### src/verilog/soc_params.svh
`ifndef SOC_PARAMS_SVH
`define SOC_PARAMS_SVH

// Bus widths
`define SOC_ADDR_WIDTH 32
`define SOC_DATA_WIDTH 64

// UART APB port
`define APB_ADDR_WIDTH 32
`define APB_DATA_WIDTH 32

// L2 depth in 64-bit words
`define L2_NUM_WORDS 1024

// Memory map
`define L2_BASE     32'h8000_0000
`define L2_LENGTH   32'h0000_2000
`define UART_BASE   32'hC000_0000
`define UART_LENGTH 32'h0000_1000
`define CTRL_BASE   32'hD000_0000
`define CTRL_LENGTH 32'h0000_1000

`endif
### src/verilog/soc_bus_pkg.sv
package soc_bus_pkg;

  `include "soc_params.svh"

  typedef logic [`SOC_ADDR_WIDTH-1:0]   lite_addr_t;
  typedef logic [`SOC_DATA_WIDTH-1:0]   lite_data_t;
  typedef logic [`SOC_DATA_WIDTH/8-1:0] lite_strb_t;

  typedef enum logic [1:0] {
    OKAY   = 2'b00,
    SLVERR = 2'b10,
    DECERR = 2'b11
  } lite_resp_e;

  typedef struct packed { lite_addr_t addr; } lite_aw_t;
  typedef struct packed { lite_addr_t addr; } lite_ar_t;
  typedef struct packed { lite_data_t data; lite_strb_t strb; } lite_w_t;
  typedef struct packed { lite_resp_e resp; } lite_b_t;
  typedef struct packed { lite_data_t data; lite_resp_e resp; } lite_r_t;

  // Manager side of the AXI4-Lite bus
  typedef struct packed {
    lite_aw_t aw;
    logic     aw_valid;
    lite_w_t  w;
    logic     w_valid;
    logic     b_ready;
    lite_ar_t ar;
    logic     ar_valid;
    logic     r_ready;
  } lite_req_t;

  typedef struct packed {
    logic    aw_ready;
    logic    w_ready;
    lite_b_t b;
    logic    b_valid;
    logic    ar_ready;
    lite_r_t r;
    logic    r_valid;
  } lite_resp_t;

  typedef struct packed {
    logic [`APB_ADDR_WIDTH-1:0] paddr;
    logic                       psel;
    logic                       penable;
    logic                       pwrite;
    logic [`APB_DATA_WIDTH-1:0] pwdata;
  } apb_req_t;

  typedef struct packed {
    logic [`APB_DATA_WIDTH-1:0] prdata;
    logic                       pready;
    logic                       pslverr;
  } apb_resp_t;

endpackage

### src/verilog/uart_apb_bridge.sv
`timescale 1ns/1ps

`include "soc_params.svh"

module uart_apb_bridge (
  input  logic                    clk_i,
  input  logic                    reset_i,
  input  soc_bus_pkg::lite_req_t  req_i,
  output soc_bus_pkg::lite_resp_t resp_o,
  output soc_bus_pkg::apb_req_t   apb_o,
  input  soc_bus_pkg::apb_resp_t  apb_i
);

  import soc_bus_pkg::*;

  localparam int unsigned OFF_BITS = $clog2(`UART_LENGTH);

  typedef enum logic [1:0] {IDLE, SETUP, ACCESS, RESPOND} state_e;

  state_e                     state_q;
  logic                       wr_start;
  logic                       rd_start;
  logic                       resp_hs;
  logic [OFF_BITS-1:0]        start_off;
  logic                       pwrite_q;
  logic                       pslverr_q;
  logic [`APB_ADDR_WIDTH-1:0] paddr_q;
  logic [`APB_DATA_WIDTH-1:0] pwdata_q;
  logic [`APB_DATA_WIDTH-1:0] prdata_q;
  lite_resp_e                 apb_resp;

  // Write takes the APB ahead of a read
  assign wr_start  = state_q == IDLE && req_i.aw_valid && req_i.w_valid;
  assign rd_start  = state_q == IDLE && req_i.ar_valid && !wr_start;
  assign start_off = wr_start ? req_i.aw.addr[OFF_BITS-1:0] : req_i.ar.addr[OFF_BITS-1:0];
  assign resp_hs   = state_q == RESPOND && (pwrite_q ? req_i.b_ready : req_i.r_ready);

  always_ff @(posedge clk_i) begin
    if (reset_i) begin
      state_q <= IDLE;
    end else begin
      case (state_q)
        IDLE:    if (wr_start || rd_start) state_q <= SETUP;
        SETUP:   state_q <= ACCESS;
        ACCESS:  if (apb_i.pready) state_q <= RESPOND;
        RESPOND: if (resp_hs) state_q <= IDLE;
        default: state_q <= IDLE;
      endcase
    end
  end

  always_ff @(posedge clk_i) begin
    if (wr_start || rd_start) begin
      pwrite_q <= wr_start;
      paddr_q  <= `APB_ADDR_WIDTH'(start_off);
      pwdata_q <= req_i.w.data[`APB_DATA_WIDTH-1:0];
    end
    // Sample completion on the pready cycle
    if (state_q == ACCESS && apb_i.pready) begin
      prdata_q  <= apb_i.prdata;
      pslverr_q <= apb_i.pslverr;
    end
  end

  assign apb_resp = pslverr_q ? SLVERR : OKAY;

  always_comb begin
    apb_o.paddr     = paddr_q;
    apb_o.psel      = state_q == SETUP || state_q == ACCESS;
    apb_o.penable   = state_q == ACCESS;
    apb_o.pwrite    = pwrite_q;
    apb_o.pwdata    = pwdata_q;
    resp_o.aw_ready = state_q == IDLE;
    resp_o.w_ready  = state_q == IDLE;
    resp_o.b.resp   = apb_resp;
    resp_o.b_valid  = state_q == RESPOND && pwrite_q;
    resp_o.ar_ready = state_q == IDLE && !wr_start;
    resp_o.r.data   = lite_data_t'(prdata_q);
    resp_o.r.resp   = apb_resp;
    resp_o.r_valid  = state_q == RESPOND && !pwrite_q;
  end

endmodule

### config.mk
export PLATFORM = sky130hd
export DESIGN_NAME = uart_apb_bridge
export DESIGN_NICKNAME = d
export VERILOG_FILES = /design/src/verilog/soc_bus_pkg.sv /design/src/verilog/uart_apb_bridge.sv
export VERILOG_INCLUDE_DIRS = /design/src /design/src/verilog
export SDC_FILE = /design/constraint.sdc
export NUM_CORES = 1
export LEC_CHECK = 0
export BUFFER_PORTS_ARGS = -buffer_cell sky130_fd_sc_hd__buf_2
export CAP_MARGIN = 20
export CORE_AREA = 2 2 123 125
export CTS_BUF_LIST = sky130_fd_sc_hd__clkbuf_8
export DETAILED_ROUTE_END_ITERATION = 12
export DIE_AREA = 0 0 125 127
export GPL_ROUTABILITY_DRIVEN = 0
export PLACE_DENSITY_LB_ADDON = 0.3
export SLEW_MARGIN = 10
export SYNTH_ARGS = -nofsm -noshare
export SYNTH_HDL_FRONTEND = slang
export SYNTH_SLANG_ARGS = --single-unit
### constraint.sdc
create_clock -name clk_i -period 6.6 [get_ports clk_i]
set_input_delay 1.32 -clock clk_i [delete_from_list [all_inputs] [get_ports clk_i]]
set_output_delay 1.32 -clock clk_i [all_outputs]
set_load 0.005 [all_outputs]
==> run summary <==
met3 Use GR: 3.89%
most used cell along the critical path: buf_2
TritonCTS clock tree: yes
clock root buffer: clkbuf_8
Leak: 1.93 nW
Slew @ Worst Pin: 0.554 ns
IO Count: 317
Final Power: 1.45 mW
CP Data Required Time: 5.28 ns
# Max-Cap Violations: 0
Remaining DRCs: 0
Non-Filler Instances: 554
pin count of the biggest net entering global routing: 46
peak supply drop: 126 uV
ANT cells: 0
CP max stage delay: 0.37 ns
Total GRT Usage: 8.82%
Iter 0 DRT Violations: 93
vias in the first global route: 1833
fin nets: 545
post-synthesis instance total: 176
capturing element type of the critical path: output pin
Peak Freq: 0.279 GHz
synthesized flop and latch total: 80
die span in y: 127 um
top post-synthesis cells by area: edfxtp_1 75%, buf_4 14%, mux2_2 4.3%
# hold bufs at CTS: 0
DR WL/cell: 13.4 um
DP HPWL: 5760 um
area post-placement: 4050 um2
CTS Sinks: 80
Die W: 125 um
dpl cells: 537
Yosys top cell by area: edfxtp_1
status: complete, no violations
cell row count: 44
CP Launch Type: input port
PortBufs: 182
Setup Skew: 0.0114 ns
Final WS setup: 3.01 ns
Final Instance Area: 4300 um2
setup_tns: 0 ns
FF/Latch Area: 2380 um2
CP cell instances: buf_2, nand3_2, and2_2, buf_2
end-of-flow core utilization: 29.8%
layout cell share with drive strength beyond 1: 58.6%
Finish-stage setup viols: 0
sequential area share after synthesis: 75.9%
Worst Path Arrival: 2.27 ns
setup bufs post-CTS: 0
unique cell type count in the Yosys netlist: 18
filler cell count: 1507
crit path max fanout: 15
die area: 15900 um2
CTS HTree Levels: 3
worst min-delay path class: register to register
post_cts resized: 0
Setup CP Type: input port to output pin
Fin. Hold Viols: 0
starting density of the core: 21.8%
post-DR vias/cell: 3.48
met1 usage: 9.74%
busiest grt layer: met2
first-pass GRT wire length: 10200 um
Final Slew Violations: 0
RSZ-0062 raised after global routing: no
area of the mapped netlist: 3140 um2
Post-DRT Antenna Nets: 0
met2 Usage GRT: 14.5%
initial antenna violation count: 0
Synth warnings: 0
period utilization: 54.3%
Slowest-stage cell, CP: and2_2
DR vias: 1927
Worst-path clk slew: 0.09 ns
CTS buffer count: 9
CORE AREA: 14400 um2
hold slack final: 0.584 ns
pwr dens: 336 nW/um2
Initial DRT Pass Iterations: 4
drt total wl: 7420 um
grt total ovfl: 0
Mapped Avg Cell Area: 17.8 um2
clk_lat worst skew: 0.37 ns
multi-input logic area: 504 um2
synthesis-to-layout area growth: 37.0%
clock buffer depth: 2
Final min period: 3.59 ns
dpl ws: 3.00 ns
Slew HR: 63.1%
share of the synthesized area in the top cell type: 74.6%
-- sequential cells by signal, summed over array words and instances, names as in the netlist --
signal,cells
pslverr_q,1
pwrite_q,1
state_q,2
prdata_q,32
pwdata_q,32
paddr_q,12
-- synthesized netlist by cell type --
cell type and instances:
and2_1 2, buf_4 58, inv_1 4, nor2b_1 2, ha_1 3, edfxtp_1 78
a222oi_1 1, mux2i_1 3, or2b_2 2, nand3_2 1, o21bai_1 1, mux2_2 12
and2_2 1, nand2_1 3, buf_2 1, dfxtp_1 2, or2b_1 1, conb_1 1
-- worst max-delay path: cells and delay by family --
family / cells / cell delay (ns)
buffers and inverters: 2 / 0.22
and+or+nand+nor: 2 / 0.73
-- layer usage --
metal / up-vias / routed length (um)
met3: 11 / 661
li1: 894 / -
met5: - / 0
met4: 0 / 154
met1: 906 / 2820
met2: 116 / 3780
-- cells in the final DEF, fill, tap and decap left out, types with 3 or more instances in the layout --
master    count
buf_2       182
clkbuf_8      9
conb_1       54
edfxtp_1     78
ha_1          3
inv_1         4
mux2_2       12
mux2i_1       3
-- layout make-up --
type	count	share of cell area (%)
Tap cell	184	5.35
Clock buffer	9	2.88
Clock inverter	7	2.50
Timing Repair Buffer	184	21.8
Inverter	4	0.349
Sequential cell	80	55.4
Multi-Input combinational cell	86	11.7
-- kinds of logic after synthesis --
kind of cell	after synthesis	share of synthesized area [%]
flip-flops	80	75.9
buffers and inverters	63	14.5
multiplexers	15	5.26
AND/OR/NAND/NOR	12	2.51
adder cells (fa/ha/maj)	3	1.20
AO/OA/AOI/OAI	2	0.558
other	1	0.119
-- final timing paths --
check / from / end / slack (ns) / cells past startpoint
max reg2reg: state_q[0]$_SDFFE_PP0P_ / pwdata_q[31]$_DFFE_PP_ / 4.45 / 5
max: req_i[35] / resp_o[67] / 3.01 / 4
min reg2reg: state_q[0]$_SDFFE_PP0P_ / state_q[0]$_SDFFE_PP0P_ / 0.58 / 2
min: state_q[0]$_SDFFE_PP0P_ / state_q[0]$_SDFFE_PP0P_ / 0.58 / 2
-- power breakdown --
part / switching, mW / leakage [nW] / internal, mW
logic: 0.160 / 1.06 / 0.138
registers: 0.0296 / 0.751 / 0.697
clock network: 0.201 / 0.114 / 0.221
total: 0.391 / 1.93 / 1.06
No activity file was read; power rests on OpenSTA's default activity.
