<file path="config.mk">
export PLATFORM = sky130hd
export DESIGN_NAME = ctrl_regs
export DESIGN_NICKNAME = d
export VERILOG_FILES = /design/src/verilog/soc_map_pkg.sv /design/src/verilog/soc_bus_pkg.sv /design/src/verilog/ctrl_regs.sv
export VERILOG_INCLUDE_DIRS = /design/src /design/src/verilog
export SDC_FILE = /design/constraint.sdc
export NUM_CORES = 1
export LEC_CHECK = 0
export BUFFER_PORTS_ARGS = -buffer_cell sky130_fd_sc_hd__buf_2
export CAP_MARGIN = 5
export CORE_MARGIN = 2
export CORE_UTILIZATION = 35
export DETAILED_ROUTE_END_ITERATION = 10
export SLEW_MARGIN = 20
export SYNTH_ARGS = -nofsm -noshare
export SYNTH_HDL_FRONTEND = slang
export SYNTH_SLANG_ARGS = --single-unit
</file>
<file path="constraint.sdc">
create_clock -name clk_i -period 11.71 [get_ports clk_i]
set_input_delay 1.7565 -clock clk_i [delete_from_list [all_inputs] [get_ports clk_i]]
set_output_delay 1.7565 -clock clk_i [all_outputs]
set_load 0.02 [all_outputs]
</file>
<file path="src/verilog/soc_params.svh">
`ifndef SOC_PARAMS_SVH
`define SOC_PARAMS_SVH

// Bus widths
`define SOC_ADDR_WIDTH 32
`define SOC_DATA_WIDTH 64

// UART APB port
`define APB_ADDR_WIDTH 32
`define APB_DATA_WIDTH 32

// L2 depth in 64-bit words
`define L2_NUM_WORDS 1024

// Memory map
`define L2_BASE     32'h8000_0000
`define L2_LENGTH   32'h0000_2000
`define UART_BASE   32'hC000_0000
`define UART_LENGTH 32'h0000_1000
`define CTRL_BASE   32'hD000_0000
`define CTRL_LENGTH 32'h0000_1000

`endif
</file>
<file path="src/verilog/soc_map_pkg.sv">
package soc_map_pkg;

  `include "soc_params.svh"

  // Mapped regions first, NONE marks a decode miss
  typedef enum logic [1:0] {
    L2MEM = 2'd0,
    UART  = 2'd1,
    CTRL  = 2'd2,
    NONE  = 2'd3
  } soc_region_e;

  localparam int unsigned NUM_REGIONS = NONE;

  // Offsets inside the control region
  typedef enum logic [$clog2(`CTRL_LENGTH)-1:0] {
    EXIT  = 'h0,
    EVENT = 'h8
  } ctrl_reg_e;

endpackage

</file>
<file path="src/verilog/soc_bus_pkg.sv">
package soc_bus_pkg;

  `include "soc_params.svh"

  typedef logic [`SOC_ADDR_WIDTH-1:0]   lite_addr_t;
  typedef logic [`SOC_DATA_WIDTH-1:0]   lite_data_t;
  typedef logic [`SOC_DATA_WIDTH/8-1:0] lite_strb_t;

  typedef enum logic [1:0] {
    OKAY   = 2'b00,
    SLVERR = 2'b10,
    DECERR = 2'b11
  } lite_resp_e;

  typedef struct packed { lite_addr_t addr; } lite_aw_t;
  typedef struct packed { lite_addr_t addr; } lite_ar_t;
  typedef struct packed { lite_data_t data; lite_strb_t strb; } lite_w_t;
  typedef struct packed { lite_resp_e resp; } lite_b_t;
  typedef struct packed { lite_data_t data; lite_resp_e resp; } lite_r_t;

  // Manager side of the AXI4-Lite bus
  typedef struct packed {
    lite_aw_t aw;
    logic     aw_valid;
    lite_w_t  w;
    logic     w_valid;
    logic     b_ready;
    lite_ar_t ar;
    logic     ar_valid;
    logic     r_ready;
  } lite_req_t;

  typedef struct packed {
    logic    aw_ready;
    logic    w_ready;
    lite_b_t b;
    logic    b_valid;
    logic    ar_ready;
    lite_r_t r;
    logic    r_valid;
  } lite_resp_t;

  typedef struct packed {
    logic [`APB_ADDR_WIDTH-1:0] paddr;
    logic                       psel;
    logic                       penable;
    logic                       pwrite;
    logic [`APB_DATA_WIDTH-1:0] pwdata;
  } apb_req_t;

  typedef struct packed {
    logic [`APB_DATA_WIDTH-1:0] prdata;
    logic                       pready;
    logic                       pslverr;
  } apb_resp_t;

endpackage

</file>
<file path="src/verilog/ctrl_regs.sv">
`timescale 1ns/1ps

`include "soc_params.svh"

module ctrl_regs (
  input  logic                    clk_i,
  input  logic                    reset_i,
  input  soc_bus_pkg::lite_req_t  req_i,
  output soc_bus_pkg::lite_resp_t resp_o,
  output soc_bus_pkg::lite_data_t exit_o,
  output soc_bus_pkg::lite_data_t event_trigger_o
);

  import soc_bus_pkg::*;
  import soc_map_pkg::*;

  localparam int unsigned OFF_BITS = $clog2(`CTRL_LENGTH);

  lite_data_t          exit_q;
  lite_data_t          event_q;
  lite_data_t          rdata_q;
  lite_resp_e          b_resp_q;
  lite_resp_e          r_resp_q;
  logic                b_valid_q;
  logic                r_valid_q;
  logic                wr_en;
  logic                rd_en;
  logic [OFF_BITS-1:0] wr_off;
  logic [OFF_BITS-1:0] rd_off;

  function automatic lite_data_t merge_bytes(lite_data_t old_d, lite_data_t new_d,
                                             lite_strb_t strb);
    lite_data_t res;
    res = old_d;
    for (int i = 0; i < $bits(lite_strb_t); i++) begin
      if (strb[i]) begin
        res[i*8 +: 8] = new_d[i*8 +: 8];
      end
    end
    return res;
  endfunction

  assign wr_en  = req_i.aw_valid && req_i.w_valid && !b_valid_q;
  assign rd_en  = req_i.ar_valid && !r_valid_q;
  assign wr_off = req_i.aw.addr[OFF_BITS-1:0];
  assign rd_off = req_i.ar.addr[OFF_BITS-1:0];

  always_ff @(posedge clk_i) begin
    if (reset_i) begin
      exit_q    <= '0;
      event_q   <= '0;
      b_valid_q <= 1'b0;
      r_valid_q <= 1'b0;
    end else begin
      if (wr_en) begin
        b_valid_q <= 1'b1;
        case (wr_off)
          EXIT:    exit_q  <= merge_bytes(exit_q, req_i.w.data, req_i.w.strb);
          EVENT:   event_q <= merge_bytes(event_q, req_i.w.data, req_i.w.strb);
          default: ;
        endcase
      end else if (req_i.b_ready) begin
        b_valid_q <= 1'b0;
      end
      if (rd_en) begin
        r_valid_q <= 1'b1;
      end else if (req_i.r_ready) begin
        r_valid_q <= 1'b0;
      end
    end
  end

  // Response payload, unmapped offsets read as zero
  always_ff @(posedge clk_i) begin
    if (wr_en) begin
      b_resp_q <= (wr_off == EXIT || wr_off == EVENT) ? OKAY : SLVERR;
    end
    if (rd_en) begin
      case (rd_off)
        EXIT:    rdata_q <= exit_q;
        EVENT:   rdata_q <= event_q;
        default: rdata_q <= '0;
      endcase
      r_resp_q <= (rd_off == EXIT || rd_off == EVENT) ? OKAY : SLVERR;
    end
  end

  assign exit_o          = exit_q;
  assign event_trigger_o = event_q;

  always_comb begin
    resp_o.aw_ready = !b_valid_q;
    resp_o.w_ready  = !b_valid_q;
    resp_o.b.resp   = b_resp_q;
    resp_o.b_valid  = b_valid_q;
    resp_o.ar_ready = !r_valid_q;
    resp_o.r.data   = rdata_q;
    resp_o.r.resp   = r_resp_q;
    resp_o.r_valid  = r_valid_q;
  end

endmodule

</file>
==> qor.yml, run 1 <==
final_layout:
  seqCellArea_um2: 4584
  fill_cells: 2242
  multi_input_area_um2: 3070
  diodes: 0
  area_delta_synth_final_pct: 25.90
  drive_gt1_frac: 0.3196
  nets: 1222
logic_synthesis:
  synthesis.area_um2: 8073
  yosysTopAreaCell: "dfxtp_1"
  ys_seq_area_frac: 0.5679
  synth_edf_count: 66
  synth_seq_cells: 196
  ys.flop_type: "dfxtp_1"
  syn_inst: 832
  avgSynthCellArea_um2: 9.703
  synth_top_area_frac: 0.3224
  synth_area_leaders: "dfxtp_1 (32%), edfxtp_1 (25%), nand3_1 (8.1%), a21oi_1 (8.0%), mux2i_1 (7.9%)"
  ys.warnings.count: 0
  ys_async_sr_fraction: 0
  synth.distinct_cells: 30
  synth_commonest_cells: "dfxtp_1 (130), nand3_1 (130), a21oi_1 (129), o21ai_1 (128), edfxtp_1 (66)"
cts:
  holdBufCountCts: 0
  post_cts_buffers: 0
  clkTransAtPathRegs_ns: 0.08
  cts_resized: 0
  clockBufferDepth: 2
  clock-sinks: 196
  cts_made_buffers: 17
  cts_tree: "yes"
  clock_latency_ns: 0.42
  root_buffer: "clkbuf_16"
  htreeDepth: 4
timing:
  hold_viol: 0
  worst_pin_slew_ns: 0.9162
  period_minus_slack_ns: 3.840
  rsz0062_at_grt: "false"
  fmax_mhz: 260.4
  maxSlewViolCount: 0
  slew_headroom: 0.3879
  final-setup-viol-count: 0
  timing.final.crit_share: 0.3279
  whs_ns: 0.4939
  clock_skew_ns: 0.01306
  tns_ns: 0
power:
  vdd_drop_max_uv: 81.73
  p_per_area_nw_per_um2: 134.1
  p_leak_uw: 0.004079
worst_setup_path:
  arrival_ns: 4.11
  worst_setup_path_end_kind: "register"
  slowest_delay_ns: 0.94
  cp.buffers_inverters: 2
  cp_slowest_cell: "or4_2"
  startpoint_type: "primary input"
  worstPathRequired_ns: 11.98
  startpoint: "req_i[113]"
  crit_path_cell_trace: "buf_2 > or4_4 > or4_2 > buf_4 > o21ai_1 > a21oi_1"
  ff2ff_setup_slack_ns: 9.11
  timing.rr.start: "b_valid_q"
  cp_max_fo: 33
  critPathTopFamily: "simple AND/OR/NAND/NOR gates"
  path_class: "in2reg"
hold_path:
  hold_class: "reg2reg"
  hp-start: "exit_o[17]"
job:
  maxCapViolCount: 0
grt:
  global_route.usage.total: 0.2051
  grt_pass1_wl_um: 39020
  antenna_found_initial: 1
  grt_pass1_vias: 6844
  grt_overflow: 0
  grt_max_degree: 75
die:
  die_x_um: 155.9
  coreArea_um2: 22640
  dieHeight_um: 155.9
  row_count: 55
  start_util: 0.3566
  io_pins: 344
  die_area_um2: 24300
detailed_routing:
  wl_per_cell_um: 18.43
  initialDrtViolationCount: 373
  wl_um: 25380
  dr.pass1.iters: 4
  final_antenna_net_count: 0
  viasPerCell: 5.188
  drc: 0
  num_vias: 7144
place:
  io_buffers: 301
  globalplace.congestion: 0.7465
  dp_hpwl_um: 16410
run_status:
  status: "finished, final reports clean"
==> flip-flops by register name, indices dropped and copies added (netlist names) <==
name / flops
b_resp_q: 1
r_resp_q: 1
rdata_q: 64
exit_o: 64
r_valid_q: 1
b_valid_q: 1
event_trigger_o: 64
==> logic make-up after synthesis <==
logic type,share of synthesized area
flops,0.5679
mux,0.07935
other cells,0.0004645
compound gates,0.1603
buf+inv,0.05611
simple gates,0.1359
==> stage by stage <==
stage | worst slack (ns) | cell area, µm² | util | total power (µW) | cells
3_5_place_dp | 7.438 | 9609 | 0.4244 | 818.9 | 1345
6_report | 7.870 | 10160 | 0.4489 | 1363 | 1377
2_1_floorplan | 6.600 | 8077 | - | 778.4 | 833
5_1_grt | 7.794 | 10160 | 0.4489 | 1412 | 1377
4_1_cts | 7.896 | 10160 | 0.4489 | 1377 | 1377
3_3_place_gp | 7.451 | 9609 | 0.4244 | 818.3 | 1345
==> power by group <==
part,total (µW),switching [µW],internal (µW)
registers,716,3.17,713
logic,86.2,58.5,27.7
clock network,561,281,279
total,1360,343,1020
==> worst register-to-register path, delay by kind of cell, from the launching register on <==
kind | cells | cell delay (ns)
buffers and inverters | 1 | 0.46
flip-flops | 1 | 0.34
AO/OA/AOI/OAI | 2 | 0.30
AND/OR/NAND/NOR | 2 | 1.35
==> worst paths after layout <==
check,to,cells past startpoint
min reg2reg,exit_o[17],2
max,exit_o[38],6
min,exit_o[17],2
max reg2reg,exit_o[38],5
==> layout make-up <==
type	instances	area share
clock buffer	18	0.04223
clock inverter	14	0.01231
inverter	3	0.001108
multi-input combinational	550	0.3021
sequential	196	0.4511
tap	285	0.03509
timing repair buffer	311	0.1561
==> per-layer routing <==
layer	track usage	wire length [µm]
met3	0.05167	1604
met2	0.3350	12110
met1	0.2706	11240
met4	0.05767	412
met5	0	15
==> layout by cell type (no fill, tap or decap), drive strengths merged, types with 2 or more instances in the layout <==
cell type / n
buf: 311
dfxtp: 130
nand3: 130
a21oi: 129
o21ai: 128
edfxtp: 66
nor2: 65
mux2i: 64
clkbuf: 18
nand2: 8
and2: 8
clkinv: 7
inv: 7
nor4: 5
clkinvlp: 3
nor3: 2
conb: 2
or4: 2
(Power assumes the default switching activity.)
==> run 2: changes to the inputs <==
==> constraint.sdc (replaced) <==
create_clock -name clk_i -period 3.2 [get_ports clk_i]
set_input_delay 0.48 -clock clk_i [delete_from_list [all_inputs] [get_ports clk_i]]
set_output_delay 0.48 -clock clk_i [all_outputs]
set_load 0.02 [all_outputs]
==> qor.yml, run 2 (same netlist as run 1, synthesis figures left out) <==
place:
  globalplace.congestion: 0.7661  # was 0.7465
  dp_hpwl_um: 16460  # was 16410 µm
  io_buffers: 301  # unchanged
  dp_cells: 1348  # was 1345
  place_area_um2: 9682  # was 9609 µm²
cts:
  clock-sinks: 196  # unchanged
  cts_made_buffers: 17  # unchanged
  clkTransAtPathRegs_ns: 0.08  # about the same
  post_cts_buffers: 0  # unchanged
  root_buffer: "clkbuf_16"  # unchanged
  clock_latency_ns: 0.43  # was 0.42 ns
  holdBufCountCts: 0  # unchanged
  cts_resized: 0  # unchanged
  clockBufferDepth: 2  # unchanged
  cts_tree: "yes"  # unchanged
  htreeDepth: 4  # unchanged
die:
  io_pins: 344  # unchanged
  start_util: 0.3566  # unchanged
  row_count: 55  # unchanged
  dieHeight_um: 155.9  # unchanged
  die_x_um: 155.9  # unchanged
  coreArea_um2: 22640  # unchanged
  die_area_um2: 24300  # unchanged
detailed_routing:
  wl_met2_um: 12070  # was 12110 µm
  met3WireLength_um: 1694  # was 1604 µm
  wl_met1_um: 10960  # was 11240 µm
  wl_per_cell_um: 18.34  # was 18.43 µm
  viasPerCell: 5.279  # was 5.188
  drc: 0  # unchanged
  final_antenna_net_count: 0  # unchanged
  initialDrtViolationCount: 342  # was 373
  wl_um: 25350  # was 25380 µm
  top_layer_used: "met5"  # unchanged
  dr.pass1.iters: 5  # was 4
  num_vias: 7295  # was 7144
final_layout:
  drive_gt1_frac: 0.3218  # was 0.3196
  area_delta_synth_final_pct: 26.81  # was 25.90%
  nets: 1225  # was 1222
  layout_commonest_cell: "buf_2"  # unchanged
  layout_common_cells: "buf_2 (299), dfxtp_1 (130), nand3_1 (129), a21oi_1 (129), o21ai_1 (128)"  # unchanged
  stdcell_count: 1382  # was 1377
  final_area_um2: 10240  # was 10160 µm²
grt:
  antenna_found_initial: 4  # was 1
  global_route.usage.total: 0.2044  # was 0.2051
  grt_pass1_vias: 6966  # was 6844
  grt_overflow: 0  # unchanged
  grt_pass1_wl_um: 38810  # was 39020 µm
  grt_max_degree: 73  # was 75
power:
  p_leak_uw: 0.004107  # was 0.004079 µW
  power_uw: 4977  # was 1363 µW
  p_per_area_nw_per_um2: 486.1  # was 134.1 nW/µm²
  vdd_drop_max_uv: 283.6  # was 81.73 µV
worst_setup_path:
  cp_max_fo: 64  # was 33
  worst_setup_path_end_kind: "register"  # unchanged
  worstPathRequired_ns: 3.47  # was 11.98 ns
  arrival_ns: 2.45  # was 4.11 ns
  startpoint_type: "register"  # was primary input
  ff2ff_setup_slack_ns: 1.02  # was 9.11 ns
  path_class: "reg2reg"  # was in2reg
timing:
  clock_skew_ns: 0.01289  # was 0.01306 ns
  tns_ns: 0  # unchanged
  period_minus_slack_ns: 2.178
  hold_viol: 0  # unchanged
  slew_headroom: 0.4413  # was 0.3879
  maxSlewViolCount: 0  # unchanged
  fmax_mhz: 459.2
  worst_pin_slew_ns: 0.8381  # was 0.9162 ns
  timing.final.crit_share: 0.6805
  final-setup-viol-count: 0  # unchanged
  rsz0062_at_grt: "false"  # unchanged
hold_path:
  hold_class: "in2reg"  # was reg2reg
run_status:
  status: "finished, final reports clean"  # unchanged
job:
  maxCapViolCount: 0  # unchanged
-- run 2: metrics by stage --
| stage | setup WS (ns) | utilization | hold WS, ns |
|---|---|---|---|
| floorplan | 0.5830 | - | 0.4706 |
| global placement | 0.6405 | 0.4276 | 0.4750 |
| detailed placement | 0.6263 | 0.4276 | 0.4816 |
| CTS | 1.029 | 0.4518 | 0.1967 |
| global route | 0.8981 | 0.4521 | 0.2005 |
| finish | 1.022 | 0.4522 | 0.2175 |
-- run 2: critical path, cell delays in order (launching register included) --
cell,delay (ns)
dfxtp_1,0.34
nand3b_1,0.27
or4_2,0.68
buf_4,0.39
o21ai_1,0.23
a21oi_1,0.09
-- run 2: metal layers --
layer / vias to the layer above / track usage
li1: 3493 / -
met1: 3490 / 0.2640
met2: 271 / 0.3319
met3: 39 / 0.05250
met4: 2 / 0.07427
met5: - / 0
-- run 2: final timing paths --
| check | from | end | cells past startpoint |
|---|---|---|---|
| worst max-delay path | b_valid_q | exit_o[12] | 5 |
| worst min-delay path | req_i[0] | r_valid_q | 2 |
| worst max register to register | b_valid_q | exit_o[12] | 5 |
| worst min register to register | event_trigger_o[28] | event_trigger_o[28] | 2 |
-- run 2: final cells by class --
cell class	count	area (µm²)
diodes	3	7.507
clock buffers	18	429.2
clock inverters	13	118.9
fillers	2223	12400
inverters	3	11.26
multi-input cells	550	3070
flip-flops and latches	196	4584
well taps	285	356.6
repair buffers	314	1659
-- run 2: report_power, final --
group | internal [µW] | total (µW) | switching [µW]
clock | 1020 | 2030 | 1010
sequential | 2610 | 2620 | 11.6
combinational | 108 | 323 | 215
total | 3740 | 4980 | 1240
==> run 3: changes to the inputs <==
==> constraint.sdc (replaced) <==
create_clock -name clk_i -period 2.1 [get_ports clk_i]
set_input_delay 0.315 -clock clk_i [delete_from_list [all_inputs] [get_ports clk_i]]
set_output_delay 0.315 -clock clk_i [all_outputs]
set_load 0.02 [all_outputs]
==> qor.yml, run 3 (same netlist as run 1, synthesis figures left out) <==
worst_setup_path:
  crit_path_cell_trace: "nand3b_1 > or4_2 > buf_12 > o21ai_1 > a21oi_1"  # was nand3b_1 > or4_2 > buf_4 > o21ai_1 > a21oi_1
  cp_max_fo: 64  # unchanged
  startpoint_type: "register"  # unchanged
  arrival_ns: 2.17  # was 2.45 ns
  cp.buffers_inverters: 1  # unchanged
  slowest_delay_ns: 0.70  # was 0.68 ns
  worst_setup_path_end_kind: "register"  # unchanged
  cp_slowest_cell: "or4_2"  # unchanged
  worstPathRequired_ns: 2.39  # was 3.47 ns
  critPathTopFamily: "simple AND/OR/NAND/NOR gates"  # unchanged
  path_class: "reg2reg"  # unchanged
cts:
  cts_made_buffers: 17  # unchanged
  holdBufCountCts: 0  # unchanged
  clock_latency_ns: 0.43  # about the same
  htreeDepth: 4  # unchanged
  cts_tree: "yes"  # unchanged
  clockBufferDepth: 2  # unchanged
  post_cts_buffers: 0  # unchanged
  root_buffer: "clkbuf_16"  # unchanged
  clkTransAtPathRegs_ns: 0.08  # about the same
  cts_resized: 0  # unchanged
  clock-sinks: 196  # unchanged
die:
  dieHeight_um: 155.9  # unchanged
  io_pins: 344  # unchanged
  start_util: 0.3566  # unchanged
  die_area_um2: 24300  # unchanged
  coreArea_um2: 22640  # unchanged
  row_count: 55  # unchanged
  die_x_um: 155.9  # unchanged
detailed_routing:
  viasPerCell: 5.293  # was 5.279
  wl_per_cell_um: 18.28  # was 18.34 µm
  final_antenna_net_count: 0  # unchanged
  dr.pass1.iters: 6  # was 5
  initialDrtViolationCount: 388  # was 342
  wl_um: 25530  # was 25350 µm
  drc: 0  # unchanged
  num_vias: 7394  # was 7295
grt:
  grt_overflow: 0  # unchanged
  grt_max_degree: 66  # was 73
  grt_pass1_vias: 6883  # was 6966
  grt_pass1_wl_um: 38930  # was 38810 µm
  antenna_found_initial: 3  # was 4
  global_route.usage.total: 0.2048  # was 0.2044
final_layout:
  drive_gt1_frac: 0.3318  # was 0.3218
  area_delta_synth_final_pct: 29.40  # was 26.81%
  nets: 1242  # was 1225
  layout_common_cells: "buf_2 (299), dfxtp_1 (130), nand3_1 (129), a21oi_1 (129), o21ai_1 (128)"  # unchanged
  diodes: 0  # was 3
  layout_commonest_cell: "buf_2"  # unchanged
  post-route-util: 0.4614  # was 0.4522
timing:
  hold_viol: 0  # unchanged
  maxSlewViolCount: 0  # unchanged
  fmax_mhz: 530.8  # was 459.2 MHz
  period_minus_slack_ns: 1.884  # was 2.178 ns
  timing.final.crit_share: 0.8971  # was 0.6805
  slew_headroom: 0.6051  # was 0.4413
  final-setup-viol-count: 0  # unchanged
  worst_pin_slew_ns: 0.5909  # was 0.8381 ns
  setup_ws_ns: 0.2160  # was 1.022 ns
  clock_skew_ns: 0.01695  # was 0.01289 ns
  rsz0062_at_grt: "false"  # unchanged
power:
  vdd_drop_max_uv: 453.6  # was 283.6 µV
  p_per_area_nw_per_um2: 731.2  # was 486.1 nW/µm²
  p_leak_uw: 0.004221  # was 0.004107 µW
place:
  dp_slack_ns: -0.1235  # was 0.6263 ns
  dp_hpwl_um: 16720  # was 16460 µm
  io_buffers: 301  # unchanged
  globalplace.congestion: 0.7613  # was 0.7661
hold_path:
  hold_class: "in2reg"  # unchanged
job:
  maxCapViolCount: 0  # unchanged
run_status:
  status: "finished, final reports clean"  # unchanged
[run 3: cell types whose count changed in the layout (fill, tap and decap cells not counted), moves of 2 or more]
cell,delta
buf_4,+10
buf_12,+7
diode_2,-3
inv_6,-2
inv_8,+2
[run 3: through the flow]
step	cells	total power [µW]	setup TNS (ns)	hold WS, ns	cell area, µm²
after floorplan	833	4336	0	0.4140	8084
after global placement	1365	4593	-3.803	0.4748	9897
after detailed placement	1365	4596	-5.322	0.4831	9897
after CTS	1397	7701	0	0.04322	10450
after global routing	1397	7892	0	0.05760	10450
final	1397	7638	0	0.05985	10450
[run 3: path summary, 6_finish.rpt]
path / start / to / slack, ns / depth (start not counted)
worst max-delay path: b_valid_q / exit_o[63] / 0.22 / 5
worst min-delay path: req_i[0] / r_valid_q / 0.06 / 2
worst max register to register: b_valid_q / exit_o[63] / 0.22 / 5
worst min register to register: event_trigger_o[58] / event_trigger_o[58] / 0.49 / 2
[run 3: layer usage]
| layer | vias up | GRT usage | wire length (µm) |
|---|---|---|---|
| li1 | 3525 | - | - |
| met1 | 3542 | 0.2672 | 10990 |
| met2 | 289 | 0.3363 | 12380 |
| met3 | 32 | 0.04861 | 1727 |
| met4 | 6 | 0.06553 | 403 |
| met5 | - | 0 | 38 |
[run 3: where the power goes]
group	leakage [µW]	internal [µW]	total [µW]	switching (µW)
logic	0.00226	180	511	331
clock network	0.000262	1560	3130	1570
registers	0.00170	3970	3990	18.7
total	0.00422	5720	7640	1920
[run 3: area by class of cell]
class	instances	area, µm²
multi-input cells	550	3070
clock buffers	19	432.9
fillers	2194	12190
inverters	3	11.26
well taps	285	356.6
clock inverters	13	116.4
repair buffers	331	1874
flip-flops and latches	196	4584
[run 3: worst reg2reg max path, cell delays in order (launching register included)]
cell and delay (ns):
dfxtp_1 0.33, nand3b_1 0.17, or4_2 0.70, buf_12 0.25, o21ai_1 0.21, a21oi_1 0.08
