<file path="src/verilog/soc_params.svh">
`ifndef SOC_PARAMS_SVH
`define SOC_PARAMS_SVH

// Bus widths
`define SOC_ADDR_WIDTH 32
`define SOC_DATA_WIDTH 64

// UART APB port
`define APB_ADDR_WIDTH 32
`define APB_DATA_WIDTH 32

// L2 depth in 64-bit words
`define L2_NUM_WORDS 1024

// Memory map
`define L2_BASE     32'h8000_0000
`define L2_LENGTH   32'h0000_2000
`define UART_BASE   32'hC000_0000
`define UART_LENGTH 32'h0000_1000
`define CTRL_BASE   32'hD000_0000
`define CTRL_LENGTH 32'h0000_1000

`endif
</file>
<file path="src/verilog/soc_map_pkg.sv">
package soc_map_pkg;

  `include "soc_params.svh"

  // Mapped regions first, NONE marks a decode miss
  typedef enum logic [1:0] {
    L2MEM = 2'd0,
    UART  = 2'd1,
    CTRL  = 2'd2,
    NONE  = 2'd3
  } soc_region_e;

  localparam int unsigned NUM_REGIONS = NONE;

  // Offsets inside the control region
  typedef enum logic [$clog2(`CTRL_LENGTH)-1:0] {
    EXIT  = 'h0,
    EVENT = 'h8
  } ctrl_reg_e;

endpackage

</file>
<file path="src/verilog/soc_bus_pkg.sv">
package soc_bus_pkg;

  `include "soc_params.svh"

  typedef logic [`SOC_ADDR_WIDTH-1:0]   lite_addr_t;
  typedef logic [`SOC_DATA_WIDTH-1:0]   lite_data_t;
  typedef logic [`SOC_DATA_WIDTH/8-1:0] lite_strb_t;

  typedef enum logic [1:0] {
    OKAY   = 2'b00,
    SLVERR = 2'b10,
    DECERR = 2'b11
  } lite_resp_e;

  typedef struct packed { lite_addr_t addr; } lite_aw_t;
  typedef struct packed { lite_addr_t addr; } lite_ar_t;
  typedef struct packed { lite_data_t data; lite_strb_t strb; } lite_w_t;
  typedef struct packed { lite_resp_e resp; } lite_b_t;
  typedef struct packed { lite_data_t data; lite_resp_e resp; } lite_r_t;

  // Manager side of the AXI4-Lite bus
  typedef struct packed {
    lite_aw_t aw;
    logic     aw_valid;
    lite_w_t  w;
    logic     w_valid;
    logic     b_ready;
    lite_ar_t ar;
    logic     ar_valid;
    logic     r_ready;
  } lite_req_t;

  typedef struct packed {
    logic    aw_ready;
    logic    w_ready;
    lite_b_t b;
    logic    b_valid;
    logic    ar_ready;
    lite_r_t r;
    logic    r_valid;
  } lite_resp_t;

  typedef struct packed {
    logic [`APB_ADDR_WIDTH-1:0] paddr;
    logic                       psel;
    logic                       penable;
    logic                       pwrite;
    logic [`APB_DATA_WIDTH-1:0] pwdata;
  } apb_req_t;

  typedef struct packed {
    logic [`APB_DATA_WIDTH-1:0] prdata;
    logic                       pready;
    logic                       pslverr;
  } apb_resp_t;

endpackage

</file>
<file path="src/verilog/lite_demux.sv">
`timescale 1ns/1ps

`include "soc_params.svh"

module lite_demux (
  input  logic                                                  clk_i,
  input  logic                                                  reset_i,
  input  soc_bus_pkg::lite_req_t                                mgr_req_i,
  output soc_bus_pkg::lite_resp_t                               mgr_resp_o,
  output soc_bus_pkg::lite_req_t  [soc_map_pkg::NUM_REGIONS-1:0] sub_req_o,
  input  soc_bus_pkg::lite_resp_t [soc_map_pkg::NUM_REGIONS-1:0] sub_resp_i
);

  import soc_bus_pkg::*;
  import soc_map_pkg::*;

  soc_region_e aw_sel;
  soc_region_e ar_sel;
  soc_region_e w_sel_q;
  soc_region_e r_sel_q;
  logic        w_busy_q;
  logic        r_busy_q;
  logic        aw_hs;
  logic        ar_hs;
  logic        b_hs;
  logic        r_hs;

  function automatic soc_region_e decode(lite_addr_t addr);
    if (addr >= `L2_BASE && addr < `L2_BASE + `L2_LENGTH) begin
      return L2MEM;
    end
    if (addr >= `UART_BASE && addr < `UART_BASE + `UART_LENGTH) begin
      return UART;
    end
    if (addr >= `CTRL_BASE && addr < `CTRL_BASE + `CTRL_LENGTH) begin
      return CTRL;
    end
    return NONE;
  endfunction

  assign aw_sel = decode(mgr_req_i.aw.addr);
  assign ar_sel = decode(mgr_req_i.ar.addr);

  ////////////////////////////////////////
  // Request steering
  ////////////////////////////////////////

  always_comb begin
    for (int i = 0; i < NUM_REGIONS; i++) begin
      sub_req_o[i]          = mgr_req_i;
      sub_req_o[i].aw_valid = mgr_req_i.aw_valid && !w_busy_q && aw_sel == soc_region_e'(i);
      sub_req_o[i].w_valid  = mgr_req_i.w_valid && !w_busy_q && aw_sel == soc_region_e'(i);
      sub_req_o[i].b_ready  = mgr_req_i.b_ready && w_busy_q && w_sel_q == soc_region_e'(i);
      sub_req_o[i].ar_valid = mgr_req_i.ar_valid && !r_busy_q && ar_sel == soc_region_e'(i);
      sub_req_o[i].r_ready  = mgr_req_i.r_ready && r_busy_q && r_sel_q == soc_region_e'(i);
    end
  end

  ////////////////////////////////////////
  // Response steering
  ////////////////////////////////////////

  always_comb begin
    mgr_resp_o = '0;
    // Write side, decode misses are answered here
    if (!w_busy_q) begin
      if (aw_sel == NONE) begin
        mgr_resp_o.aw_ready = 1'b1;
        mgr_resp_o.w_ready  = 1'b1;
      end else begin
        mgr_resp_o.aw_ready = sub_resp_i[aw_sel].aw_ready;
        mgr_resp_o.w_ready  = sub_resp_i[aw_sel].w_ready;
      end
    end else if (w_sel_q == NONE) begin
      mgr_resp_o.b_valid = 1'b1;
      mgr_resp_o.b.resp  = DECERR;
    end else begin
      mgr_resp_o.b       = sub_resp_i[w_sel_q].b;
      mgr_resp_o.b_valid = sub_resp_i[w_sel_q].b_valid;
    end
    // Read side
    if (!r_busy_q) begin
      mgr_resp_o.ar_ready = (ar_sel == NONE) ? 1'b1 : sub_resp_i[ar_sel].ar_ready;
    end else if (r_sel_q == NONE) begin
      mgr_resp_o.r_valid = 1'b1;
      mgr_resp_o.r.resp  = DECERR;
    end else begin
      mgr_resp_o.r       = sub_resp_i[r_sel_q].r;
      mgr_resp_o.r_valid = sub_resp_i[r_sel_q].r_valid;
    end
  end

  assign aw_hs = mgr_req_i.aw_valid && mgr_resp_o.aw_ready;
  assign ar_hs = mgr_req_i.ar_valid && mgr_resp_o.ar_ready;
  assign b_hs  = mgr_resp_o.b_valid && mgr_req_i.b_ready;
  assign r_hs  = mgr_resp_o.r_valid && mgr_req_i.r_ready;

  // One outstanding transfer per direction
  always_ff @(posedge clk_i) begin
    if (reset_i) begin
      w_busy_q <= 1'b0;
      r_busy_q <= 1'b0;
      w_sel_q  <= NONE;
      r_sel_q  <= NONE;
    end else begin
      if (aw_hs) begin
        w_busy_q <= 1'b1;
        w_sel_q  <= aw_sel;
      end else if (b_hs) begin
        w_busy_q <= 1'b0;
      end
      if (ar_hs) begin
        r_busy_q <= 1'b1;
        r_sel_q  <= ar_sel;
      end else if (r_hs) begin
        r_busy_q <= 1'b0;
      end
    end
  end

endmodule

</file>
<file path="config.mk">
export PLATFORM = sky130hd
export DESIGN_NAME = lite_demux
export DESIGN_NICKNAME = d
export VERILOG_FILES = /design/src/verilog/soc_map_pkg.sv /design/src/verilog/soc_bus_pkg.sv /design/src/verilog/lite_demux.sv
export VERILOG_INCLUDE_DIRS = /design/src /design/src/verilog
export SDC_FILE = /design/constraint.sdc
export NUM_CORES = 1
export LEC_CHECK = 0
export BUFFER_PORTS_ARGS = -buffer_cell sky130_fd_sc_hd__buf_2
export CORE_AREA = 2 2 335 337
export DETAILED_ROUTE_END_ITERATION = 8
export DIE_AREA = 0 0 337 339
export HOLD_SLACK_MARGIN = 0.08
export PLACE_DENSITY = 0.3
export SLEW_MARGIN = 20
export SYNTH_ARGS = -nofsm -noshare
export SYNTH_HDL_FRONTEND = slang
export SYNTH_SLANG_ARGS = --single-unit
</file>
<file path="constraint.sdc">
create_clock -name clk_i -period 1.9 [get_ports clk_i]
set_input_delay 0.19 -clock clk_i [delete_from_list [all_inputs] [get_ports clk_i]]
set_output_delay 0.19 -clock clk_i [all_outputs]
set_load 0.02 [all_outputs]
</file>
==> flow_summary_export.csv, run 1 <==
group,metric,value,unit
run_status,status,"finished, violations left",
run_status,violations,"setup timing",
sta,fin_crit,1.99,ns
critical_path,critPathSlowestCell,"dfxtp_4",
floorplanning,die_x,337,microns
synth,synth_nets,1168,
pwr,peakVddDrop,189,uV
final_layout,fin_util,0.0781,
final_layout,layout.nets,1289,
run,max-cap-violations,0,
routing,drt_iter0_drc,127,
global_routing,grt_usage,0.0594,
synth,synth_edf_count,0,
final_layout,nFillCells,13094,
placed_design,hpwl,32.6,mm
clock_tree,clock_path_buffers,2,
global_routing,grt_max_degree,56,
critical_path,critPathMaxFanout,5,
floorplanning,start_util,0.0508,
hold_path,min_path_type,"primary input to flop",
global_routing,grt_first_pass_wirelength,45.8,mm
synth,ys.flop_type,"dfxtp_1",
synth,synth_top_area_cell,"buf_4",
sta,final-setup-viol-count,44,
sta,fin_worst_skew,0.000209,ns
routing,finalWirelength,39.1,mm
routing,drc,0,
floorplanning,die_h,339,microns
pwr,leakage,3.99,nW
critical_path,reg2reg_from,"r_busy_q",
critical_path,required,1.71,ns
clock_tree,clk_pin_slew,0.04,ns
pwr,p_per_area,178,nW/um^2
hold_path,holdCritStartpoint,"reset_i",
synth,synthTopCellsByArea,"buf_4 55%, mux2i_1 12%, and2_1 7.4%",
floorplanning,dieArea,114000,sq um
routing,vias_per_cell,2.28,
critical_path,crit_top_cell,"buf_12",
critical_path,cpPeakStageDelay,0.40,ns
critical_path,cp-start-kind,"flop",
floorplanning,rows,122,
synth,ys_ff_latch,6,
critical_path,cpLargestDelayFamily,"buffers and inverters",
sta,rsz0062_at_grt,"true",
synth,async_flop_share,0,
synth,synth.avg_cell_area,6.96,sq um
final_layout,drive_above_1_share,0.690,
synth,yosysWarnings,0,
critical_path,cp-startpoint,"r_sel_q[1]",
clock_tree,cts.sinks,6,
final_layout,fin_cells,2432,
routing,post_drt_wl_per_cell,16.1,microns
sta,fin_setup_tns,-1.65,ns
routing,via_count,5551,
routing,ant_nets,0,
floorplanning,num_io_pins,858,
clock_tree,root_buffer,"clkbuf_16",
critical_path,crit_chain,"buf_12 -> buf_12 -> clkbuf_16 -> buf_8 -> mux2i_1 -> o21ai_1 -> and2_1 -> buf_6",
sta,finalMaxSlewViolations,0,
critical_path,crit_type,"flop to output pin",
clock_tree,cts.htree.levels,1,
sta,worstMarginPinSlew,0.573,ns
critical_path,crit_arrival,1.80,ns
clock_tree,clock_latency,0.25,ns
synth,synth_cell_types,41,
sta,worst_hold_slack,0.306,ns
floorplanning,fp.coreArea,110000,sq um
sta,max_freq,503,MHz
global_routing,antenna_found_initial,27,
global_routing,gr-total-overflow,0,
critical_path,crit_path_end_kind,"output pin",
sta,hold_viol_final,0,
sta,period_share,1.05,
routing,first_pass_iters,4,
synth,yosysSeqAreaShare,0.0214,
placed_design,gp_congestion,0.735,
pwr,p_total,1.53,mW
clock_tree,cts_tree,"yes",
synth,synth_area,5610,sq um
sta,slew_headroom,0.618,
placed_design,port-buffer-count,473,
clock_tree,cts_hold_buf,0,
placed_design,dp_cells,2384,
global_routing,grt_pass1_vias,5263,
clock_tree,numCtsBuffers,3,
synth,syn_inst,806,
final_layout,syn_to_final_growth,53.6,%
critical_path,critPathBufInv,5,
synth,yosys.area.top_type_share,0.546,
sta,layout_setup_ws,-0.0891,ns
-- routing by layer --
layer	part of all wire	wire length (microns)	GRT usage
met1	0.38	15100	0.0635
met2	0.43	16900	0.0919
met3	0.14	5410	0.0372
met4	0.044	1740	0.0273
met5	0.00038	15	0
-- timing repair --
action,CTS,global route
hold endpoints to repair,0,0
buffers inserted,7,13
gates cloned,1,7
setup endpoints to repair,50,70
resized for setup,71,237
pin swaps,6,22
-- worst reg2reg max path, cell delays in order, from the launching register on --
cell      delay (ns)
dfxtp_2         0.40
nor2b_1         0.42
nand3b_4        0.18
buf_4           0.17
buf_6           0.10
a311oi_2        0.23
o21bai_1        0.08
-- sequential cells by signal, indices dropped and copies added (netlist names) --
register and cells:
w_sel_q 2, r_busy_q 1, r_sel_q 2, w_busy_q 1
-- cell usage in the layout (no fill, tap or decap), types with 4 or more instances in the layout --
| cell | n |
|---|---|
| mux2_2 | 6 |
| nand2b_1 | 7 |
| nor2_1 | 10 |
| a21oi_1 | 6 |
| nor2_4 | 5 |
| buf_8 | 5 |
| nor3_1 | 4 |
| buf_6 | 77 |
| o21ai_0 | 8 |
| nand2_1 | 53 |
| buf_4 | 58 |
| buf_12 | 16 |
| and2_1 | 59 |
| buf_2 | 393 |
| nand2_2 | 17 |
| o21ai_1 | 51 |
| and2_4 | 7 |
| o221a_2 | 4 |
| diode_2 | 18 |
| clkbuf_16 | 9 |
| mux2i_1 | 60 |
| o21ai_2 | 8 |
-- cell families (layout without fill, tap and decap cells) --
kind of cell / count (synthesis) / count (layout) / share of synthesized area
AOI/OAI and AO/OA: 91 / 91 / 0.0953
muxes: 72 / 72 / 0.130
DFF: 6 / 6 / 0.0214
buffers and inverters: 443 / 563 / 0.570
and+or+nand+nor: 194 / 194 / 0.183
other: 0 / 18 / 0
-- layout make-up --
| type | count | area (sq um) | share of cell area |
|---|---|---|---|
| Timing Repair Buffer | 558 | 3900 | 0.452 |
| Antenna cell | 18 | 45.0 | 0.00523 |
| Inverter | 1 | 3.75 | 0.000436 |
| Clock buffer | 4 | 78.8 | 0.00915 |
| Sequential cell | 6 | 129 | 0.0150 |
| Multi-Input combinational cell | 357 | 2600 | 0.302 |
| Tap cell | 1488 | 1860 | 0.216 |
-- per-stage QoR --
step | setup slack (ns) | instance area [sq um]
CTS | -0.129 | 7670
floorplan | -0.119 | 5620
detailed placement | -0.242 | 7260
global placement | -0.265 | 7260
finish | -0.0891 | 8620
global route | -0.213 | 8590
-- where the power goes --
| group | internal (mW) | switching (mW) |
|---|---|---|
| Clock | 0.284 | 0.128 |
| Combinational | 0.429 | 0.555 |
| Sequential | 0.127 | 0.0101 |
-- cell usage after synthesis (all sizes together) (2+ instances only) --
| master | n |
|---|---|
| buf | 411 |
| nor3b | 2 |
| nand2 | 72 |
| o21ai | 67 |
| nor4 | 6 |
| or4 | 4 |
| o22a | 2 |
| nand4 | 2 |
| clkbuf | 31 |
| nand3b | 2 |
| nand2b | 7 |
| mux2 | 7 |
| a21oi | 6 |
| mux2i | 65 |
| and2 | 66 |
| o221a | 4 |
| o21bai | 2 |
| nor2b | 5 |
| dfxtp | 6 |
| nor3 | 8 |
| or4b | 2 |
| nor2 | 16 |
-- final timing paths --
kind,slack [ns],to,cells after the start
hold / removal,0.31,r_busy_q,2
setup / recovery,-0.09,mgr_resp_o[42],8
setup reg to reg,0.20,r_sel_q[0],6
hold reg to reg,0.72,w_sel_q[1],3
No activity file was read; power rests on OpenSTA's default activity.
==> run 2, diff against run 1 <==
--- a/config.mk
+++ b/config.mk
@@ -6,10 +6,12 @@
 export SDC_FILE = /design/constraint.sdc
 export NUM_CORES = 1
 export LEC_CHECK = 0
+export ABC_AREA = 1
 export BUFFER_PORTS_ARGS = -buffer_cell sky130_fd_sc_hd__buf_2
-export CORE_AREA = 2 2 335 337
+export CORE_AREA = 2 2 337 339
 export DETAILED_ROUTE_END_ITERATION = 8
-export DIE_AREA = 0 0 337 339
+export DIE_AREA = 0 0 339 341
+export GPL_ROUTABILITY_DRIVEN = 1
 export HOLD_SLACK_MARGIN = 0.08
 export PLACE_DENSITY = 0.3
 export SLEW_MARGIN = 20
==> run 2 against run 1 <==
Net effect:
- the run now ends clean
- worst setup slack better by 0.12 ns
- cell count increased by 6.1%
- worst hold slack got worse by 0.094 ns
- area after synthesis up 4.3%
- largest power group unchanged
- highest routed layer unchanged
==> flow_summary_export.csv, run 2 <==
group,metric,value,unit
run_status,status,"complete, no violations",
synth,synth.avg_cell_area,5.78,sq um
clock_tree,cts.sinks,6,
clock_tree,clock_path_buffers,2,
global_routing,grt_usage,0.0695,
sta,worstMarginPinSlew,0.358,ns
final_layout,layout_common_cells,"439 x buf_2, 209 x nand2_1, 131 x nand3_1",
sta,final-setup-viol-count,0,
floorplanning,die_x,339,microns
sta,fin_worst_skew,0.000189,ns
global_routing,antenna_found_initial,50,
floorplanning,num_io_pins,858,
pwr,seq_power_share,0.082,
routing,finalWirelength,44.6,mm
final_layout,reg.largest.list,"r_sel_q x2, w_sel_q x2",
routing,drt_iter0_drc,229,
synth,yosysWarnings,0,
routing,first_pass_iters,6,
synth,async_flop_share,0,
placed_design,dp_cells,2559,
critical_path,critPathMaxFanout,8,
run,max-cap-violations,0,
routing,post_drt_wl_per_cell,17.3,microns
clock_tree,cts_hold_buf,0,
floorplanning,fp.coreArea,112000,sq um
sta,fin_crit,1.87,ns
final_layout,fin_util,0.0707,
clock_tree,clk_pin_slew,0.04,ns
pwr,switching_share,0.508,
sta,slew_headroom,0.761,
synth,synth_top_area_cell,"buf_4",
critical_path,crit_arrival,1.68,ns
final_layout,syn_to_final_growth,35.2,%
critical_path,cp-start-kind,"flop",
synth,synth_nets,1374,
floorplanning,rows,123,
synth,synth_edf_count,0,
synth,yosysMostFrequentCell,"buf_4",
floorplanning,dieArea,116000,sq um
sta,rsz0062_at_grt,"true",
critical_path,required,1.71,ns
floorplanning,start_util,0.0523,
pwr,p_per_area,256,nW/um^2
clock_tree,cts_tree,"yes",
sta,finalMaxSlewViolations,0,
synth,yosysSeqAreaShare,0.0205,
critical_path,crit_path_end_kind,"output pin",
synth,yosys.area.top_type_share,0.525,
critical_path,r2r_slack,0.47,ns
pwr,leakage,4.13,nW
synth,syn_inst,1012,
final_layout,layout_commonest_cell,"buf_2",
routing,drc,0,
floorplanning,die_h,341,microns
clock_tree,clock_latency,0.23,ns
critical_path,cp-startpoint,"r_sel_q[0]",
placed_design,hpwl,38.5,mm
global_routing,gr-total-overflow,0,
global_routing,gr-usage-met1,0.0832,
hold_path,min_path_type,"primary input to flop",
global_routing,global_route.usage.met3,0.0330,
clock_tree,numCtsBuffers,3,
placed_design,port-buffer-count,473,
final_layout,fin_cells,2581,
global_routing,grt_pass1_vias,6188,
final_layout,layout.nets,1442,
pwr,power.switching,1.03,mW
pwr,peakVddDrop,151,uV
global_routing,use_met2,0.107,
pwr,clockPowerShare,0.180,
sta,hold_viol_final,0,
synth,ys.flop_type,"dfxtp_1",
routing,ant_nets,0,
placed_design,post-place-ws,0.108,ns
critical_path,reg2reg_from,"w_sel_q[0]",
pwr,pwr-share-comb,0.739,
clock_tree,root_buffer,"clkbuf_16",
sta,max_freq,535,MHz
sta,period_share,0.983,
final_layout,drive_above_1_share,0.550,
placed_design,gp_congestion,0.822,
synth,synth_cell_types,32,
clock_tree,cts.htree.levels,1,
synth,synth_area,5850,sq um
routing,vias_per_cell,2.46,
synth,ys_ff_latch,6,
global_routing,grt_max_degree,37,
synth,synthTopCellsByArea,"buf_4 53%, nand2_1 15%, nand3_1 13%",
routing,via_count,6352,
global_routing,grt_busiest_layer,"met2",
critical_path,crit_type,"flop to output pin",
hold_path,holdCritStartpoint,"reset_i",
sta,layout_setup_ws,0.0315,ns
global_routing,grt_first_pass_wirelength,54.7,mm
pwr,internal_power,0.995,mW
synth,synth_common_cells,"409 x buf_4, 232 x nand2_1, 152 x nand3_1",
run 2: changes by cell type in the layout (fill, tap and decap cells not counted), moves of 16 or more:
cell     before  now
and2_1       59    1
buf_2       393  439
buf_4        58   21
buf_6        77   26
diode_2      18    2
inv_1         1   81
mux2i_1      60    0
nand2_1      53  209
nand3_1       0  131
nand3_2       0   21
nor2_1       10   33
o21ai_1      51    1
run 2: worst paths after layout:
| check | end | depth (start not counted) |
|---|---|---|
| hold / removal | w_busy_q | 2 |
| setup / recovery | mgr_resp_o[41] | 10 |
| hold reg to reg | w_sel_q[1] | 2 |
| setup reg to reg | w_busy_q | 4 |
run 2: metal layers:
layer / up-vias / part of all wire
met5: - / 0.0089
met4: 24 / 0.042
met3: 194 / 0.12
met2: 559 / 0.42
met1: 2731 / 0.41
li1: 2844 / -
run 2: layout make-up:
| type | instances | area, sq um |
|---|---|---|
| Antenna cell | 2 | 5.00 |
| Multi-Input combinational cell | 466 | 2340 |
| Clock buffer | 4 | 78.8 |
| Inverter | 95 | 359 |
| Sequential cell | 6 | 131 |
| Fill cell | 13422 | 104000 |
| Timing Repair Buffer | 508 | 3120 |
| Tap cell | 1500 | 1880 |
run 2: critical path, stage by stage (launching register included):
cell	delay, ns
dfxtp_4	0.36
buf_12	0.14
nor2_4	0.11
buf_12	0.13
buf_12	0.13
buf_16	0.15
nand2_2	0.08
nand3_4	0.08
nand2_1	0.07
inv_2	0.06
buf_6	0.10
run 2: power groups by stage:
stage          clock [mW]  sequential (mW)  combinational [mW]
3_5_place_dp            0            0.176                1.35
3_3_place_gp            0            0.175                1.36
5_1_grt             0.394            0.169                1.62
4_1_cts             0.386            0.168                1.39
6_report            0.363            0.166                1.49
2_1_floorplan           0            0.145                1.67
run 2: what timing repair did:
item,4_1_cts,5_1_grt
gates resized for setup,19,118
cloned,1,4
setup endpoints to repair,32,38
setup buffers,8,4
pin swaps,0,3
run 2: through the flow:
stage	power (mW)	cell area [sq um]	hold slack, ns	TNS (ns)
detailed placement	1.52	7140	0.380	0
floorplan	1.82	5850	0.252	0
global route	2.18	7900	0.232	-1.13
global placement	1.53	7140	0.380	0
CTS	1.94	7400	0.235	0
finish	2.02	7910	0.212	0
run 2: cell families (layout without fill, tap and decap cells):
family / Yosys count / count (layout) / synth area share
flops: 6 / 6 / 0.0205
other cells: 0 / 2 / 0
compound gates: 17 / 17 / 0.0208
simple gates: 449 / 449 / 0.345
buf+inv: 540 / 607 / 0.614
==> run 3, diff against run 2 <==
--- a/config.mk
+++ b/config.mk
@@ -7,8 +7,9 @@
 export NUM_CORES = 1
 export LEC_CHECK = 0
 export ABC_AREA = 1
-export BUFFER_PORTS_ARGS = -buffer_cell sky130_fd_sc_hd__buf_2
+export BUFFER_PORTS_ARGS = -buffer_cell sky130_fd_sc_hd__clkbuf_2
 export CORE_AREA = 2 2 337 339
+export CTS_BUF_LIST = sky130_fd_sc_hd__clkbuf_4
 export DETAILED_ROUTE_END_ITERATION = 8
 export DIE_AREA = 0 0 339 341
 export GPL_ROUTABILITY_DRIVEN = 1
==> run 3 against run 2 <==
Net effect:
- the run now ends with setup timing left
- largest power group unchanged
- highest routed layer unchanged
- critical path type unchanged
- die area stayed put
- core utilization rose by 0.75 points
- via count up 1.1%
- flip-flop and latch count unchanged
- maximum frequency fell by 3.1%
- first-iteration DRC count shrank 31%
- sequential power is essentially flat
- combinational power up 12%
- routed wire length rose by 7.4%
- clock-buffer cell count unchanged
- worst setup slack got worse by 0.060 ns
==> flow_summary_export.csv, run 3 (synthesis gave the netlist of run 2 again) <==
group,metric,value,unit
critical_path,crit_type,"flop to output pin",
clock_tree,cts_tree,"yes",
hold_path,hold-path-cell-count,2,
routing,vias_per_cell,2.47,
floorplanning,start_util,0.0523,
global_routing,grt_max_degree,57,
sta,worst_hold_slack,0.210,ns
sta,rsz0062_at_grt,"true",
critical_path,critPathSlowestCell,"dfxtp_2",
critical_path,crit_path_end_kind,"output pin",
pwr,clockPowerShare,0.080,
global_routing,antenna_found_initial,38,
floorplanning,dieArea,116000,sq um
run_status,status,"finished, violations left",
critical_path,reg2reg_from,"w_sel_q[0]",
final_layout,fin_util,0.0782,
critical_path,reg2reg_to,"w_busy_q",
routing,finalWirelength,47.9,mm
critical_path,crit_chain,"buf_6 -> nor2_4 -> buf_12 -> buf_12 -> buf_16 -> nand2_2 -> nand3_2 -> nand2_1 -> inv_1 -> clkbuf_8",
global_routing,grt_pass1_vias,6506,
routing,via_count,6420,
floorplanning,fp.coreArea,112000,sq um
clock_tree,cts.sinks,6,
critical_path,crit_top_cell,"buf_12",
critical_path,crit_arrival,1.74,ns
sta,fin_setup_tns,-0.0981,ns
sta,hold_viol_final,0,
final_layout,drive_above_1_share,0.606,
pwr,seq_power_share,0.083,
run,max-cap-violations,0,
routing,post_drt_wl_per_cell,18.4,microns
critical_path,cpPeakStageDelay,0.34,ns
floorplanning,num_io_pins,858,
critical_path,reg2reg_depth,4,
final_layout,reg.largest.list,"r_sel_q x2, w_sel_q x2",
sta,layout_setup_ws,-0.0289,ns
placed_design,gp_congestion,0.784,
final_layout,syn_to_final_growth,49.7,%
placed_design,hpwl,38.1,mm
sta,max_freq,518,MHz
final_layout,layout_commonest_cell,"clkbuf_2",
pwr,pwr-share-comb,0.837,
sta,slew_headroom,0.760,
critical_path,r2r_slack,0.47,ns
routing,ant_nets,0,
floorplanning,rows,123,
critical_path,cpLargestDelayFamily,"buffers and inverters",
sta,fin_worst_skew,0.000191,ns
hold_path,holdCritStartpoint,"reset_i",
hold_path,min_to,"w_busy_q",
routing,drc,0,
pwr,p_total,2.00,mW
sta,finalMaxSlewViolations,0,
placed_design,port-buffer-count,473,
sta,worstMarginPinSlew,0.360,ns
floorplanning,die_h,341,microns
run_status,violations,"setup timing",
clock_tree,numCtsBuffers,3,
pwr,p_per_area,228,nW/um^2
critical_path,critPathBufInv,6,
pwr,leakage,4.65,nW
hold_path,min_path_type,"primary input to flop",
routing,drt_iter0_drc,158,
pwr,peakVddDrop,74.3,uV
pwr,power.switching,1.08,mW
clock_tree,root_buffer,"clkbuf_4",
critical_path,cp-start-kind,"flop",
critical_path,required,1.71,ns
pwr,switching_share,0.542,
floorplanning,die_x,339,microns
critical_path,critPathMaxFanout,8,
clock_tree,cts.htree.levels,1,
global_routing,grt_first_pass_wirelength,59.1,mm
clock_tree,clock_latency,0.27,ns
global_routing,grt_usage,0.0760,
pwr,internal_power,0.915,mW
sta,period_share,1.02,
clock_tree,clock_path_buffers,2,
final_layout,layout.nets,1459,
global_routing,gr-total-overflow,0,
sta,final-setup-viol-count,7,
routing,first_pass_iters,4,
sta,fin_crit,1.93,ns
clock_tree,clk_pin_slew,0.06,ns
final_layout,layout_common_cells,"409 x clkbuf_2, 176 x nand2_1, 116 x nand3_1",
## run 3: cell types whose count changed in the layout (fill, tap and decap cells not counted), sizes merged
cell,previous run,this run
diode,2,7
buf,503,62
bufbuf,1,2
clkbuf,8,465
## run 3: power groups by stage
stage,Combinational [mW],Clock [mW],Sequential [mW]
floorplan,1.67,0,0.145
global placement,1.39,0,0.171
detailed placement,1.38,0,0.170
CTS,1.65,0.181,0.168
global route,1.82,0.183,0.170
finish,1.67,0.160,0.166
## run 3: through the flow
step	area [sq um]	setup slack, ns	std cells
2_1_floorplan	5850	0.456	1012
3_3_place_gp	7190	-0.172	2562
3_5_place_dp	7190	-0.207	2562
4_1_cts	8540	-0.164	2592
5_1_grt	8740	-0.143	2597
6_report	8750	-0.0289	2603
## run 3: how the worst max path moves through the flow
stage | to | slack (ns) | from | depth (start not counted)
3_3_place_gp | mgr_resp_o[41] | -0.17 | r_sel_q[1] | 9
3_5_place_dp | mgr_resp_o[41] | -0.21 | r_sel_q[1] | 9
2_1_floorplan | sub_req_o[0] | 0.46 | r_busy_q | 4
4_1_cts | mgr_resp_o[41] | -0.16 | r_sel_q[1] | 10
5_1_grt | mgr_resp_o[25] | -0.14 | r_sel_q[1] | 10
6_report | mgr_resp_o[33] | -0.03 | r_sel_q[1] | 10
## run 3: timing repair
item                                    4_1_cts  5_1_grt
buffers inserted                             19        3
gates cloned                                  9        3
pin swaps                                    34        9
endpoints found under the hold margin         0        0
gates resized for setup                     232       54
hold buffers                                  0        0
endpoints found under the setup margin       66       68
## run 3: cell type report
| class | count | area [sq um] |
|---|---|---|
| antenna | 7 | 17.5 |
| clock buffer | 4 | 30.0 |
| fill | 13355 | 103000 |
| inverter | 95 | 359 |
| multi-input combinational | 466 | 2620 |
| sequential | 6 | 129 |
| tap | 1500 | 1880 |
| timing repair buffer | 525 | 3720 |
## run 3: metal layers
layer | global-route usage | up-vias | wire length (microns)
li1 | - | 2902 | -
met1 | 0.0912 | 2822 | 19400
met2 | 0.119 | 509 | 21000
met3 | 0.0329 | 169 | 5260
met4 | 0.0279 | 18 | 2020
met5 | 0.00776 | - | 230
## run 3: worst reg2reg max path: cells and delay by family (launching register included)
kind	cells	cell delay, ns
AO/OA/AOI/OAI	3	0.71
flip-flops	1	0.51
AND/OR/NAND/NOR	1	0.14
